[config.mk]
export PLATFORM = sky130hd
export DESIGN_NAME = cnn_layer_top
export DESIGN_NICKNAME = d
export VERILOG_FILES = /design/src/common/cnn_pkg.sv /design/src/common/cnn_stream_if.sv /design/src/conv/conv_line_buffer.sv /design/src/conv/conv_mac_array.sv /design/src/cnn_layer_top.sv /design/src/max_pooling.sv
export VERILOG_INCLUDE_DIRS = /design/src /design/src/common
export SDC_FILE = /design/constraint.sdc
export NUM_CORES = 2
export LEC_CHECK = 0
export ABC_AREA = 0
export ABC_CLOCK_PERIOD_IN_PS = 13500
export BUFFER_PORTS_ARGS = -buffer_cell sky130_fd_sc_hd__buf_4
export CAP_MARGIN = 30
export CORE_ASPECT_RATIO = 0.5
export CORE_UTILIZATION = 45
export DETAILED_ROUTE_END_ITERATION = 6
export PLACE_DENSITY = 0.6
export SYNTH_ARGS = -nofsm -noshare
export SYNTH_HDL_FRONTEND = slang
export SYNTH_SLANG_ARGS = --single-unit
[constraint.sdc]
create_clock -name clk -period 13.5 [get_ports clk]
set_clock_uncertainty 0.1 [all_clocks]
set_input_delay 0 -clock clk [delete_from_list [all_inputs] [get_ports clk]]
set_output_delay 0 -clock clk [all_outputs]
set_load 0.005 [all_outputs]
[src/common/cnn_defs.svh]
`ifndef CNN_DEFS_SVH
`define CNN_DEFS_SVH

// input image size.
`define CNN_IMG_WIDTH 32
`define CNN_IMG_HEIGHT 32

// data widths.
`define CNN_PIXEL_W 8
`define CNN_WEIGHT_W 8
`define CNN_FEATURE_W 22

// kernel side and number of taps.
`define CNN_KERNEL 3
`define CNN_TAPS 9

// feature map after the valid convolution, then after 2x2 pooling.
`define CNN_FMAP_WIDTH 30
`define CNN_FMAP_HEIGHT 30
`define CNN_POOL_WIDTH 15
`define CNN_POOL_HEIGHT 15

`endif

[src/common/cnn_pkg.sv]
`include "cnn_defs.svh"

package cnn_pkg;

	// unsigned image pixel.
	typedef logic [`CNN_PIXEL_W-1:0] pixel_t;

	// signed kernel weight.
	typedef logic signed [`CNN_WEIGHT_W-1:0] weight_t;

	// signed convolution result, wide enough for nine full-scale products.
	typedef logic signed [`CNN_FEATURE_W-1:0] feature_t;

	// 3x3 window, element 0 top left, row-major.
	typedef pixel_t [`CNN_TAPS-1:0] window_t;

	function automatic feature_t feature_max(input feature_t a, input feature_t b);
		feature_t m;
		if (a >= b) begin
			m = a;
		end else begin
			m = b;
		end
		return m;
	endfunction

endpackage

[src/common/cnn_stream_if.sv]
// window stream from line buffer to mac array.
interface window_stream_if;
	logic valid;
	logic ready;
	cnn_pkg::window_t window;
	logic last;

	modport source (
		output valid,
		output window,
		output last,
		input ready
	);

	modport sink (
		input valid,
		input window,
		input last,
		output ready
	);
endinterface

// feature stream from mac array to pooling.
interface feature_stream_if;
	logic valid;
	logic ready;
	cnn_pkg::feature_t data;
	logic last;

	modport source (
		output valid,
		output data,
		output last,
		input ready
	);

	modport sink (
		input valid,
		input data,
		input last,
		output ready
	);
endinterface

[src/conv/conv_line_buffer.sv]
`include "cnn_defs.svh"

module conv_line_buffer (
	input logic clk,
	input logic rst,
	input logic start,
	input logic pixel_valid,
	output logic pixel_ready,
	input cnn_pkg::pixel_t pixel_data,
	window_stream_if.source win
);
	localparam int COL_W = $clog2(`CNN_IMG_WIDTH);
	localparam int ROW_W = $clog2(`CNN_IMG_HEIGHT);
	localparam int K = `CNN_KERNEL;

	logic [COL_W-1:0] col;
	logic [ROW_W-1:0] row;

	// one row up and two rows up.
	cnn_pkg::pixel_t row_mem1 [`CNN_IMG_WIDTH];
	cnn_pkg::pixel_t row_mem2 [`CNN_IMG_WIDTH];
	cnn_pkg::pixel_t above1;
	cnn_pkg::pixel_t above2;

	cnn_pkg::window_t window_q;
	logic valid_q;
	logic last_q;
	logic accept;

	assign pixel_ready = win.ready || !valid_q;
	assign accept = pixel_valid && pixel_ready;
	assign above1 = row_mem1[col];
	assign above2 = row_mem2[col];

	always_ff @(posedge clk) begin
		if (rst || start) begin
			col <= '0;
			row <= '0;
		end else if (accept) begin
			if (col == COL_W'(`CNN_IMG_WIDTH - 1)) begin
				col <= '0;
				if (row == ROW_W'(`CNN_IMG_HEIGHT - 1)) begin
					row <= '0;
				end else begin
					row <= row + 1'b1;
				end
			end else begin
				col <= col + 1'b1;
			end
		end
	end

	// the column moves down one row on each write.
	always_ff @(posedge clk) begin
		if (accept) begin
			row_mem1[col] <= pixel_data;
			row_mem2[col] <= above1;
		end
	end

	// shift left, newest column enters on the right.
	always_ff @(posedge clk) begin
		if (accept) begin
			for (int r = 0; r < K; r++) begin
				for (int c = 0; c < K - 1; c++) begin
					window_q[r*K + c] <= window_q[r*K + c + 1];
				end
			end
			window_q[K-1] <= above2;
			window_q[2*K-1] <= above1;
			window_q[K*K-1] <= pixel_data;
		end
	end

	// window is complete once two columns and two rows precede it.
	always_ff @(posedge clk) begin
		if (rst || start) begin
			valid_q <= 1'b0;
			last_q <= 1'b0;
		end else if (accept) begin
			valid_q <= (col >= COL_W'(K - 1)) && (row >= ROW_W'(K - 1));
			last_q <= (col == COL_W'(`CNN_IMG_WIDTH - 1)) &&
				(row == ROW_W'(`CNN_IMG_HEIGHT - 1));
		end else if (win.ready) begin
			valid_q <= 1'b0;
		end
	end

	assign win.valid = valid_q;
	assign win.window = window_q;
	assign win.last = last_q;

endmodule

[src/conv/conv_mac_array.sv]
`include "cnn_defs.svh"

module conv_mac_array (
	input logic clk,
	input logic rst,
	input logic start,
	input logic weight_we,
	input logic [$clog2(`CNN_KERNEL * `CNN_KERNEL)-1:0] weight_addr,
	input cnn_pkg::weight_t weight_data,
	window_stream_if.sink win,
	feature_stream_if.source feat
);
	localparam int TAPS = `CNN_KERNEL * `CNN_KERNEL;
	// unsigned pixel widened by one sign bit, times a signed weight.
	localparam int PROD_W = `CNN_PIXEL_W + 1 + `CNN_WEIGHT_W;

	cnn_pkg::weight_t weights [TAPS];

	logic signed [PROD_W-1:0] products [TAPS];
	logic valid1;
	logic last1;

	cnn_pkg::feature_t sum_next;
	cnn_pkg::feature_t sum_q;
	logic valid2;
	logic last2;

	logic advance;

	// both stages move together when the output slot frees up.
	assign advance = !valid2 || feat.ready;
	assign win.ready = advance;

	always_ff @(posedge clk) begin
		if (weight_we && (weight_addr < TAPS)) begin
			weights[weight_addr] <= weight_data;
		end
	end

	// stage one, products.
	always_ff @(posedge clk) begin
		if (advance && win.valid) begin
			for (int i = 0; i < TAPS; i++) begin
				products[i] <= $signed({1'b0, win.window[i]}) * weights[i];
			end
		end
	end

	always_comb begin
		sum_next = '0;
		for (int i = 0; i < TAPS; i++) begin
			sum_next = sum_next + cnn_pkg::feature_t'(products[i]);
		end
	end

	// stage two, sum.
	always_ff @(posedge clk) begin
		if (advance && valid1) begin
			sum_q <= sum_next;
		end
	end

	always_ff @(posedge clk) begin
		if (rst || start) begin
			valid1 <= 1'b0;
			last1 <= 1'b0;
			valid2 <= 1'b0;
			last2 <= 1'b0;
		end else if (advance) begin
			valid1 <= win.valid;
			last1 <= win.valid && win.last;
			valid2 <= valid1;
			last2 <= last1;
		end
	end

	assign feat.valid = valid2;
	assign feat.data = sum_q;
	assign feat.last = last2;

endmodule

[src/cnn_layer_top.sv]
`include "cnn_defs.svh"

module cnn_layer_top (
	input logic clk,
	input logic rst,
	input logic start,
	input logic weight_we,
	input logic [$clog2(`CNN_KERNEL * `CNN_KERNEL)-1:0] weight_addr,
	input cnn_pkg::weight_t weight_data,
	input logic pixel_valid,
	output logic pixel_ready,
	input cnn_pkg::pixel_t pixel_data,
	output logic result_valid,
	input logic result_ready,
	output cnn_pkg::feature_t result_data,
	output logic done
);

	window_stream_if win_if ();
	feature_stream_if feat_if ();

	conv_line_buffer line_buffer_inst (
		.clk (clk),
		.rst (rst),
		.start (start),
		.pixel_valid (pixel_valid),
		.pixel_ready (pixel_ready),
		.pixel_data (pixel_data),
		.win (win_if)
	);

	conv_mac_array mac_array_inst (
		.clk (clk),
		.rst (rst),
		.start (start),
		.weight_we (weight_we),
		.weight_addr (weight_addr),
		.weight_data (weight_data),
		.win (win_if),
		.feat (feat_if)
	);

	max_pooling pooling_inst (
		.clk (clk),
		.rst (rst),
		.start (start),
		.feat (feat_if),
		.result_valid (result_valid),
		.result_ready (result_ready),
		.result_data (result_data),
		.done (done)
	);

endmodule

[src/max_pooling.sv]
`include "cnn_defs.svh"

module max_pooling (
	input logic clk,
	input logic rst,
	input logic start,
	feature_stream_if.sink feat,
	output logic result_valid,
	input logic result_ready,
	output cnn_pkg::feature_t result_data,
	output logic done
);
	localparam int COL_W = $clog2(`CNN_FMAP_WIDTH);
	localparam int ROW_W = $clog2(`CNN_FMAP_HEIGHT);

	logic [COL_W-1:0] col;
	logic [ROW_W-1:0] row;

	// holds the even row while the odd row streams in.
	cnn_pkg::feature_t row_buf [`CNN_FMAP_WIDTH];
	cnn_pkg::feature_t prev;

	cnn_pkg::feature_t top_left;
	cnn_pkg::feature_t top_right;
	cnn_pkg::feature_t pool_max;

	logic accept;
	logic pool_en;
	logic result_last;

	assign feat.ready = result_ready || !result_valid;
	assign accept = feat.valid && feat.ready;
	assign pool_en = accept && col[0] && row[0];

	assign top_left = row_buf[col - 1'b1];
	assign top_right = row_buf[col];
	assign pool_max = cnn_pkg::feature_max(
		cnn_pkg::feature_max(top_left, top_right),
		cnn_pkg::feature_max(prev, feat.data));

	always_ff @(posedge clk) begin
		if (rst || start) begin
			col <= '0;
			row <= '0;
		end else if (accept) begin
			if (col == COL_W'(`CNN_FMAP_WIDTH - 1)) begin
				col <= '0;
				if (row == ROW_W'(`CNN_FMAP_HEIGHT - 1)) begin
					row <= '0;
				end else begin
					row <= row + 1'b1;
				end
			end else begin
				col <= col + 1'b1;
			end
		end
	end

	// odd rows must not overwrite the row above.
	always_ff @(posedge clk) begin
		if (accept) begin
			prev <= feat.data;
			if (!row[0]) begin
				row_buf[col] <= feat.data;
			end
		end
	end

	always_ff @(posedge clk) begin
		if (pool_en) begin
			result_data <= pool_max;
		end
	end

	always_ff @(posedge clk) begin
		if (rst || start) begin
			result_valid <= 1'b0;
			result_last <= 1'b0;
		end else if (pool_en) begin
			result_valid <= 1'b1;
			result_last <= feat.last;
		end else if (result_ready) begin
			result_valid <= 1'b0;
		end
	end

	// pulse once the final pooled result leaves.
	always_ff @(posedge clk) begin
		if (rst || start) begin
			done <= 1'b0;
		end else begin
			done <= result_valid && result_ready && result_last;
		end
	end

endmodule

After elaboration in Yosys (flattened, before gate mapping)
Memories as Yosys holds them, arrays and structs flattened. A register that Yosys moved wholly into a read port is not among the register bits.
Index checks and enable logic that the tools add are counted.

word-level totals
  input bits = 26
  memories kept = 5
  RAM bits = 1,397
  flip-flop bits (word level) = 159
  output and inout bits = 25

memory list
  memory                     depth  width  read ports  clocked after Yosys merged registers in  write ports  RTL line                text
  pooling_inst.row_buf       30     22     2           1                                        1            max_pooling.sv:20       cnn_pkg::feature_t row_buf [`CNN_FMAP_WIDTH];
  line_buffer_inst.row_mem1  32     8      1           1                                        1            conv_line_buffer.sv:20  cnn_pkg::pixel_t row_mem1 [`CNN_IMG_WIDTH];
  line_buffer_inst.row_mem2  32     8      1           1                                        1            conv_line_buffer.sv:21  cnn_pkg::pixel_t row_mem2 [`CNN_IMG_WIDTH];
  mac_array_inst.products    9      17     9           0                                        9            conv_mac_array.sv:19    logic signed [PROD_W-1:0] products [TAPS];
  mac_array_inst.weights     9      8      9           0                                        1            conv_mac_array.sv:17    cnn_pkg::weight_t weights [TAPS];

cells by class
  eq/ne operators = 4
  magnitude comparators = 6
  mux-type cells = 24
  add/sub/neg operators = 13
  $mul = 9
  reduce and logical (&&, ||, !) cells = 23

operator list
  kind                                                  number
  multiplier 9 x 8 -> 17 bit                            9
  adder 22 x 17 -> 22 bit                               6
  >= comparator 22 bit                                  3
  two-way mux 22 bit                                    3
  two-way mux 5 bit                                     8
  adder 5 x 1 -> 5 bit (second input constant)          4
  == test 5 bit (second input constant)                 4
  adder 18 x 17 -> 19 bit                               1
  adder 17 x 17 -> 18 bit                               1
  two-way mux 1 bit                                     13
  logical AND 1 bit                                     12
  >= comparator 5 x 2 -> 1 bit (second input constant)  2
  subtractor 5 x 1 -> 5 bit (second input constant)     1
  logical OR 1 bit                                      4
  less-than comparator 4 bit (second input constant)    1
  AND reduction 2 bit                                   2
  nonzero test 2 bit                                    2
  zero test 1 bit                                       3

Logic depth before layout (Yosys ltp)
  depth in word-level cells = 8
  depth in mapped cells = 32

By module
Synthesis repeated with hierarchy kept, for this count alone.

unflattened totals
  cells, all modules = 6,171
  area total of the unflattened synthesis = 89,372.0 sq um

by module, submodules not included
  module            cells each  instances  area each (sq um)  seq. area each (sq um)
  max_pooling       2,162       1          35,577.9           21,500.6
  conv_mac_array    3,057       1          31,463.9           7,497.2
  conv_line_buffer  952         1          22,330.2           17,877.1

Worst setup path before layout
Ideal clock, no wire load.

  kind = reg-to-reg
  start point = reg pooling_inst.col[0]
  end point = reg pooling_inst.result_data[10], data pin
  path slack = 6.094 ns
  required time = 13.135 ns
  data arrival time = 7.041 ns
  cell stages (with the launch flop) = 31
  buffers on the path = 7
  path through = dfxtp_1 buf_4 buf_4 buf_1 inv_1 ha_1 clkbuf_1 clkbuf_1 mux4_2 mux4_2 mux2_2 ha_1 and4_1 o21a_1 o31ai_1 o211ai_1 xor2_1 nand2_1 clkbuf_1 mux2i_1 inv_1 ha_1 a21o_1 a21o_1 a21oi_1 o21a_1 nor3_1 or4_1 nand3_1 buf_2 mux2i_1

on the way
  word-level cells in the longest chain between the ends = 6

RTL lines
  what                           RTL line           text
  start: declaration             max_pooling.sv:16  logic [COL_W-1:0] col;
  start signal: assignment       max_pooling.sv:54  col <= col + 1'b1;
  subtractor 5 x 1 -> 5 bit (*)  max_pooling.sv:35  assign top_left = row_buf[col - 1'b1];
  memory read (30 x 22 bit) (*)  n/a
  >= comparator 22 bit           cnn_pkg.sv:19      if (a >= b) begin
  two-way mux 22 bit (*)         cnn_pkg.sv:19
  >= comparator 22 bit           cnn_pkg.sv:19
  two-way mux 22 bit (*)         cnn_pkg.sv:19
  net pooling_inst.pool_max[10]  max_pooling.sv:25  cnn_pkg::feature_t pool_max;
  end signal: assignment         max_pooling.sv:71  result_data <= pool_max;
  end: declaration               max_pooling.sv:10  output cnn_pkg::feature_t result_data,

The timed path passes the listed nets; every way through them passes the cells marked *.
A chain may end at the register's enable or synchronous reset.

Worst setup path in the final report
  start point = reg pooling_inst.col[0]
  end point = reg pooling_inst.result_data[4], data pin

Same word-level chain as after synthesis.

==> impl_metrics.json <==
{
  "status": "complete, no violations",
  "synth_most_common_cell": "edfxtp_1",
  "leakage_uw": 0.0360,
  "regArea_um2": 46900,
  "gp_congestion": 0.895,
  "num-fill-cells": 15989,
  "grt_max_degree": 103,
  "setup_slack_ns": 4.41,
  "pre_cts_ws_ns": 4.09,
  "grt_pass1_wl_um": 338000,
  "die_w_um": 628,
  "placedInstanceArea_um2": 92600,
  "hpwl_um": 148000,
  "yosys.area.top_type": "edfxtp_1",
  "postRouteWirelength_um": 225000,
  "gr-usage-met1": 0.317,
  "ant_nets": 0,
  "worstSetupPathType": "reg -> reg",
  "slew_headroom": 0.324,
  "drc": 0,
  "avgSynthCellArea_um2": 15.5,
  "cts.clk_slew.worst_paths_ns": 0.07,
  "nNetsFinal": 6893,
  "ys_top_cells_by_count": "edfxtp_1, inv_1, ha_1, mux4_2, fa_1",
  "switching_share": 0.251,
  "grt_use_total": 0.230,
  "postLayoutCellArea_um2": 98100,
  "die_h_um": 315,
  "powerDensity_nw_per_um2": 118,
  "synth_top_area_share": 0.523,
  "finalCriticalPeriod_ns": 9.09,
  "routed_via_density": 5.77,
  "clockBufferDepth": 4,
  "syn_nets": 6682,
  "syn_area_um2": 88200,
  "cts_setup_buffers": 0,
  "worst_pin_slew_ns": 1.01,
  "tns_ns": 0,
  "holdPathStages": 2,
  "critPathRequiredTime_ns": 14.05,
  "clock_sinks": 1574,
  "grt_pass1_vias": 52623,
  "synthArstFlopShare": 0,
  "setup_viol": 0,
  "maxCapViolCount": 0,
  "firstDrtPassIters": 5,
  "syn_inst": 5709,
  "antenna_found_initial": 4,
  "overflow": 0,
  "cts_tree": "done",
  "area_growth_pct": 11.2,
  "peakVddDrop_v": 0.0000954,
  "crit_fanout": 63,
  "grt_use_met3": 0.0336,
  "clock_latency_ns": 0.85,
  "rsz0062_at_grt": "no",
  "cp_data_arrival_time_ns": 9.64,
  "clock_power_share": 0.377,
  "port_buffers": 50,
  "use_met2": 0.382,
  "synth_warnings": 0,
  "synth_area_leaders": "edfxtp_1, mux4_2, fa_1",
  "dominantRegCellSynth": "edfxtp_1",
  "hold_viol": 0,
  "h-tree-depth": 4,
  "seq_power_share": 0.475,
  "worstHoldPathType": "in -> reg",
  "synth.distinct_cells": 61,
  "cts-root-buf": "clkbuf_16",
  "drt_iter0_drc": 4916,
  "io_pins": 51,
  "multi_input_area_um2": 38300,
  "top_usage_layer": "met2",
  "slew_violations": 0,
  "start_kind": "flop",
  "numCtsBuffers": 157,
  "wl_per_cell_um": 26.0,
  "num_rows": 114,
  "core_um2": 194000,
  "pwr-share-comb": 0.148,
  "dp.cells": 8329,
  "power_switching_uw": 2920,
  "fmax_mhz": 110,
  "layout.cells.non_filler": 8640,
  "synth-seq-area-share": 0.531,
  "hold_ws_ns": 0.0432,
  "reg2reg_depth": 27,
  "p_int_uw": 8700,
  "synth-seq-cells": 1574,
  "layout-drive-gt1-share": 0.174,
  "min_period_over_period": 0.673,
  "synth_edf_count": 1535,
  "cp-end-kind": "flop",
  "start_util": 0.455,
  "vias": 49823,
  "die-area_um2": 198000
}
[worst paths after layout]
check / startpoint / endpoint / slack, ns
max: pooling_inst.col[0] / pooling_inst.result_data[4] / 4.41
min: pixel_data[4] / line_buffer_inst.row_mem1[19][4] / 0.04
max reg2reg: pooling_inst.col[0] / pooling_inst.result_data[4] / 4.41
min reg2reg: mac_array_inst.last1 / mac_array_inst.feat.last / 0.36
[metal layers]
metal / vias up / part of all wire
met2: 1846 / 0.48
met3: 370 / 0.067
li1: 21502 / -
met1: 26105 / 0.42
met5: - / 0
met4: 0 / 0.030
[registers in the layout (all words and copies together), names as in the netlist, 22 cells and up, named ones only]
signal and flops:
line_buffer_inst.row_mem2 256, line_buffer_inst.row_mem1 256, line_buffer_inst.win.window 72, pooling_inst.prev 22, mac_array_inst.feat.data 22, mac_array_inst.products 153, pooling_inst.row_buf 660, mac_array_inst.weights 72
pooling_inst.result_data 22
[final cells by class]
class | count | area share
sequential | 1574 | 0.478
multi-input combinational | 3288 | 0.390
clock buffer | 184 | 0.0419
tap | 2610 | 0.0333
inverter | 683 | 0.0261
timing repair buffer | 216 | 0.0219
clock inverter | 83 | 0.00849
antenna | 2 | 0.0000510
[placed cells by master, fill, tap and decap left out, types with 55 or more instances in the layout]
cell type,n
nor2_1,138
inv_1,681
nand2b_1,68
mux2_2,82
a21oi_1,134
edfxtp_1,1535
mux2i_1,123
xnor2_1,110
ha_1,507
clkbuf_16,160
fa_1,439
mux4_2,493
nand2_1,309
o21ai_0,55
and2_1,320
buf_4,158
[cells by family after synthesis]
logic type | Yosys count | share of synthesized area
compound gates | 416 | 0.0308
xor+xnor | 148 | 0.0148
fa+ha+maj | 947 | 0.172
buf+inv | 847 | 0.0384
flops | 1574 | 0.531
mux | 708 | 0.152
simple gates | 1069 | 0.0614
[power groups by stage]
stage | registers, uW | clock network [uW] | logic, uW
floorplan | 5590 | 0 | 1290
global placement | 5620 | 0 | 1700
detailed placement | 5620 | 0 | 1720
CTS | 5520 | 4470 | 1750
global route | 5520 | 4650 | 1970
finish | 5520 | 4380 | 1720
[metrics by stage]
step / total power (uW) / utilization
floorplan: 6880 / -
finish: 11600 / 0.506
global route: 12100 / 0.506
detailed placement: 7340 / 0.477
global placement: 7320 / 0.475
CTS: 11700 / 0.504
[worst max-delay path, stage by stage (launching register included)]
cell and delay [ns]:
dfxtp_4 0.79, inv_1 0.25, ha_4 0.60, buf_4 0.83, mux4_2 0.42, mux4_2 0.47
mux2i_1 0.42, inv_1 0.10, ha_1 0.32, and4_1 0.27, and4_1 0.22, o31ai_1 0.08
o211ai_1 0.11, xor2_1 0.26, nand2_1 0.42, buf_4 0.37, mux2i_1 0.23, inv_1 0.07
ha_1 0.29, a21o_1 0.19, a21oi_1 0.14, nor2b_1 0.06, o31ai_1 0.27, o21ai_0 0.17
or4_1 0.42, nand3_1 0.33, buf_4 0.38, mux2i_1 0.25
[what timing repair did]
action                                 in CTS  in global routing
endpoints found under the hold margin     454                  0
hold buffers                               31                  0
setup endpoints to repair                   0                  0
gates resized for setup                     0                  0
(Power assumes the default switching activity.)
